## src/logic/ex_mem_pkg.sv

```systemverilog
//--------------------
// Shared types for the EX/MEM back half of the pipeline.
// XLEN has to match the DATA_WIDTH set at the top level.
// Size codes follow the RV32I load/store func3 low bits.
//--------------------
package ex_mem_pkg;

    localparam int XLEN = 32;

    typedef enum logic [3:0] {
        ALU_ADD,
        ALU_SUB,
        ALU_AND,
        ALU_OR,
        ALU_XOR,
        ALU_SLL,
        ALU_SRL,
        ALU_SRA,
        ALU_SLT,
        ALU_SLTU,
        ALU_PASSB
    } alu_op_e;

    typedef enum logic [1:0] {
        SIZE_BYTE = 2'b00,
        SIZE_HALF = 2'b01,
        SIZE_WORD = 2'b10
    } size_e;

    // Branch compare encodings
    localparam logic [2:0] F3_BEQ  = 3'b000;
    localparam logic [2:0] F3_BNE  = 3'b001;
    localparam logic [2:0] F3_BLT  = 3'b100;
    localparam logic [2:0] F3_BGE  = 3'b101;
    localparam logic [2:0] F3_BLTU = 3'b110;
    localparam logic [2:0] F3_BGEU = 3'b111;

    // Control flags that travel with an instruction
    typedef struct packed {
        logic reg_write;
        logic mem_read;
        logic mem_write;
        logic mem_to_reg;
        logic branch;
        logic jump;
        logic link_reg;
    } ctrl_t;

    typedef struct packed {
        alu_op_e         alu_op;
        logic [XLEN-1:0] op_a;
        logic [XLEN-1:0] op_b;
        logic [XLEN-1:0] store_data;
        logic [XLEN-1:0] imm;          // Branch offset
        logic [XLEN-1:0] pc;
        logic [XLEN-1:0] jump_target;
        logic [4:0]      rd;
        logic [2:0]      func3;
        ctrl_t           ctrl;
        size_e           size;
    } ex_req_t;

    typedef struct packed {
        logic [XLEN-1:0] alu;
        logic [XLEN-1:0] data2;        // Store data
        logic [XLEN-1:0] pc_next;      // PC+4 for links
        logic [XLEN-1:0] branch_addr;
        logic [XLEN-1:0] jump_addr;
        logic            cond;         // Branch compare result
        logic [4:0]      rd;
        logic [2:0]      func3;
        size_e           size;
        ctrl_t           ctrl;
    } ex_mem_t;

    typedef struct packed {
        logic [4:0]      rd;
        logic [XLEN-1:0] data;
        logic            reg_write;
    } wb_t;

    typedef struct packed {
        logic [XLEN-1:0] target;
        logic            taken;
    } redirect_t;

    // One memory word, seen as byte lanes or half lanes
    typedef union packed {
        logic [3:0][7:0]  b;
        logic [1:0][15:0] h;
    } mem_word_u;

endpackage
```

## src/logic/ex_mem_reg.sv

```systemverilog
`timescale 1ns/1ps
//--------------------
// EX/MEM register with valid/ready handshake.
// Flush drops the held entry and any entry loaded in the same cycle.
// Payload is not cleared, valid gates its use.
//--------------------
module ex_mem_reg import ex_mem_pkg::*; (
    input  logic    clk,
    input  logic    i_rst_n,
    input  logic    i_flush,
    input  ex_mem_t i_ex,
    input  logic    i_valid,
    output logic    o_ready,
    output ex_mem_t o_ex,
    output logic    o_valid,
    input  logic    i_ready
);

    logic    valid_q;
    ctrl_t   ctrl_q;
    ex_mem_t data_q;
    logic    load;

    // Free slot when empty or when the entry leaves this cycle
    assign o_ready = !valid_q || i_ready;
    assign load    = i_valid && o_ready;

    always_ff @(posedge clk or negedge i_rst_n) begin
        if (!i_rst_n) begin
            valid_q <= 1'b0;
            ctrl_q  <= '0;
        end else if (i_flush) begin
            valid_q <= 1'b0;
            ctrl_q  <= '0;
        end else if (o_ready) begin
            valid_q <= i_valid;
            if (i_valid) begin
                ctrl_q <= i_ex.ctrl;
            end
        end
    end

    always_ff @(posedge clk) begin
        if (load) begin
            data_q <= i_ex;
        end
    end

    // Flags come from the cleared copy
    always_comb begin
        o_ex      = data_q;
        o_ex.ctrl = ctrl_q;
    end

    // Held entry must not reach memory while being flushed
    assign o_valid = valid_q && !i_flush;

endmodule

```

## config.mk

```make
export PLATFORM = sky130hd
export DESIGN_NAME = ex_mem_reg
export DESIGN_NICKNAME = d
export VERILOG_FILES = /design/src/logic/ex_mem_pkg.sv /design/src/logic/ex_mem_reg.sv
export SDC_FILE = /design/constraint.sdc
export NUM_CORES = 1
export LEC_CHECK = 0
export BUFFER_PORTS_ARGS = -buffer_cell sky130_fd_sc_hd__buf_2
export CAP_MARGIN = 20
export CORE_AREA = 3 3 139 141
export DETAILED_ROUTE_END_ITERATION = 12
export DIE_AREA = 0 0 142 144
export PLACE_DENSITY = 0.62
export RECOVER_POWER = 25
export SLEW_MARGIN = 0
export SYNTH_ARGS = -nofsm -noshare
export SYNTH_HDL_FRONTEND = slang
export SYNTH_SLANG_ARGS = --single-unit
```

## constraint.sdc

```tcl
create_clock -name clk -period 5.15 [get_ports clk]
set_input_delay 1.03 -clock clk [delete_from_list [all_inputs] [get_ports clk]]
set_output_delay 1.03 -clock clk [all_outputs]
set_load 0.01 [all_outputs]
```

# Word level (Yosys, flattened, before mapping)
# Index checks and enable logic that the tools add are counted.
dict set report totals {
  regBits 179
  in_bits 183
  out_inout_bits 180
  word_cells 30
}
dict set report classes {
  n_mux 5
  reduce_logical 8
}
# op count
set op_table {}
lappend op_table {{two-way mux 7 bit} 3}
lappend op_table {{nonzero test 2 bit} 2}
lappend op_table {{logical AND 1 bit} 2}
lappend op_table {{logical NOT 1 bit} 2}
lappend op_table {{two-way mux 1 bit} 2}
lappend op_table {{AND reduction 2 bit} 1}
lappend op_table {{logical OR 1 bit} 1}

# Depth between registers and ports, before layout
dict set report logic_depth {
  depth_word 4
  depth_mapped 5
  ltp_nobuf 3
}

# Least setup slack after synthesis
# OpenSTA, ideal clock, no wires.
dict set report synth_path {
  kind {input -> register}
  startpoint {input port i_ready}
  endpoint {register data_q (netlist bit o_ex[100]), enable pin}
  setup_ps 552
  arrival_ps 5333
  required_ps 4598
  path_slack_ps -735
  path_stages 4
  path_buffers 2
  cell_sequence {nand2b_4 > buf_6 > buf_6 > and2_1}
}
dict set report synth_via {
  elab_chain_len 2
}
# element line_no
set synth_lines {}
lappend synth_lines {{from (decl)} ex_mem_reg.sv:16} ;# input logic i_ready
lappend synth_lines {{logical OR 1 bit} ex_mem_reg.sv:25} ;# assign o_ready = !valid_q || i_ready;
lappend synth_lines {{via o_ready} ex_mem_reg.sv:13} ;# output logic o_ready,
lappend synth_lines {{logical AND 1 bit} ex_mem_reg.sv:26} ;# assign load = i_valid && o_ready;
lappend synth_lines {{via load} ex_mem_reg.sv:22} ;# logic load;
lappend synth_lines {{to (signal assigned)} ex_mem_reg.sv:45} ;# data_q <= i_ex;
lappend synth_lines {{to (decl)} ex_mem_reg.sv:21} ;# ex_mem_t data_q;
# The timed path passes the listed nets, and every way through them passes these cells.
# A chain may end at the register's enable or synchronous reset.

# Worst setup path after layout
dict set report layout_path {
  startpoint {input port i_ready}
  endpoint {output port o_ready}
}
dict set report layout_via {
  elab_chain_len 1
}
# element line_no
set layout_lines {}
lappend layout_lines {{logical OR 1 bit} ex_mem_reg.sv:25}
lappend layout_lines {{to (decl)} ex_mem_reg.sv:13}
# No other way between the ends.

==> results.yml <==
yosys:
  syn_area_per_cell_um2: 26.8
  ys_warn_count: 0
  synth_cell_types: 12
  ys_ff_latch: 179
  synthCells: 210
  ys_seq_area_share_pct: 94.9
  synth_fp_nets: 393
  netlist_area_um2: 5620
detailed_routing:
  wire_per_inst_um: 17.4
  first_iter_violations: 155
  drt-total-wl_mm: 14.5
  dr.pass1.iters: 6
  num_vias: 3434
  via_per_inst: 4.13
  drc: 0
  ant_nets: 0
layout:
  layout_common_cells: "buf_2 (361), edfxtp_1 (171), clkbuf_16 (17)"
  final_nets: 771
  final_core_util_pct: 45.7
  fillers: 1577
  final_area_um2: 8260
  final_common_cell: "buf_2"
  area_growth_pct: 46.9
  final_cell_count_no_fill: 831
  layout-drive-gt1-share_pct: 67.9
place:
  dp_cells: 798
  place.gp.congestion: 0.753
  placed_area_um2: 7700
  portBuffers: 362
  dpl.hpwl_mm: 11.3
sta:
  finalWorstPathRequiredPeriod_ns: 2.56
  hold_viol: 0
  rsz0062_at_grt: "no"
  max_slew_margin_pct: 56.0
  clock_skew_ns: 0.00609
  setup-tns-final_ns: 0
  tightest_slew_ns: 0.659
  slew_viol_final: 0
  post-route-period-util_pct: 49.8
  fmax_mhz: 390
  setup_viol: 0
worst_setup_path:
  cp-end-kind: "output port"
  start_kind: "primary input"
  critical_path_arrival_ns: 1.53
  ff2ff_setup_slack_ns: 3.01
  worst-path-max-fanout: 17
  worst_ep_required_time_ns: 4.12
  crit_type: "in2out"
floorplanning:
  initial_utilization_pct: 31.1
  coreArea_um2: 18100
  dieArea_um2: 20400
  rows: 49
  ios: 363
  die_w_um: 142
  die_h_um: 144
clocking:
  clk_latency_ns: 0.41
  h-tree-depth: 4
  cts.sinks: 179
  cts_tree: "built"
  cts_resized: 0
  ctsHoldBuffers: 0
  clk_path_buf_depth: 2
  clk_pin_slew_ns: 0.06
  clock_tree.root_cell: "clkbuf_16"
  cts_buffers: 17
  postCtsSetupRepairBufs: 0
pwr:
  powerDensity_nw_per_um2: 385
  power_leakage_uw: 0.00354
  power_uw: 3180
  ir_worst_vdd_mv: 0.207
run:
  drv_cap: 0
grt:
  grt_first_pass_wirelength_mm: 19.9
  grtUsageTotal_pct: 13.1
  antenna_found_initial: 2
  grt_max_degree: 87
  grt_overflow: 0
  grt_pass1_vias: 3527
worst_hold_path:
  min_path_type: "in2async"
outcome:
  status: "finished clean"
synthesized netlist by cell type:
| cell type | count | area share, % |
|---|---|---|
| and2_1 | 1 | 0.11 |
| buf_6 | 4 | 0.80 |
| nand2b_4 | 1 | 0.24 |
| nor2b_1 | 1 | 0.11 |
| buf_2 | 1 | 0.089 |
| dfrtp_1 | 8 | 3.6 |
| a21oi_1 | 1 | 0.089 |
| a21oi_2 | 7 | 1.1 |
| edfxtp_1 | 171 | 91 |
| a21bo_1 | 7 | 1.2 |
| inv_1 | 1 | 0.067 |
| nand3_2 | 7 | 1.2 |
worst max-delay path, stage by stage:
cell and delay, ns:
buf_2 0.09, nand2b_4 0.22, buf_2 0.18
path summary, 6_finish.rpt:
check,cells after the start,startpoint,endpoint
max,3,i_ready,o_ready
min,1,i_rst_n,o_ex[1]$_DFFE_PN0P_
max reg2reg,3,valid_q$_DFFE_PN0P_,o_ex[166]$_DFFE_PP_
min reg2reg,2,o_ex[0]$_DFFE_PN0P_,o_ex[0]$_DFFE_PN0P_
max in group asynchronous,1,i_rst_n,o_ex[2]$_DFFE_PN0P_
min in group clk,2,o_ex[0]$_DFFE_PN0P_,o_ex[0]$_DFFE_PN0P_
logic make-up after synthesis:
family / Yosys count / share of synthesized area (%)
flops: 179 / 94.9
compound gates: 15 / 2.43
simple gates: 10 / 1.71
buf+inv: 6 / 0.957
cell type report:
type,instances,area (um^2),area share [%]
Clock buffer,18,429,5.20
Clock inverter,14,126,1.53
Multi-Input combinational cell,25,235,2.85
Inverter,1,3.75,0.0455
Timing Repair Buffer,364,1840,22.3
Sequential cell,179,5340,64.6
Antenna cell,1,2.50,0.0303
Tap cell,229,287,3.47
metal layers:
layer,wire length (um),GRT usage [%]
met1,5330,14.5
met2,7800,23.3
met3,1180,5.16
met4,165,4.34
met5,7,0
flip-flops by register name (all words and copies together), names as in the netlist:
name	cells
o_ex	178
valid_q	1
where the power goes:
part / leakage, uW / internal [uW] / switching, uW
sequential: 0.00176 / 1700 / 21.5
combinational: 0.00153 / 109 / 141
clock: 0.000257 / 671 / 539
through the flow:
stage | hold slack [ns] | setup WS (ns)
2_1_floorplan | 0.675 | 1.18
3_3_place_gp | 0.648 | 2.34
3_5_place_dp | 0.648 | 2.26
4_1_cts | 0.432 | 2.58
5_1_grt | 0.543 | 2.55
6_report | 0.536 | 2.59
(Power assumes the default switching activity.)
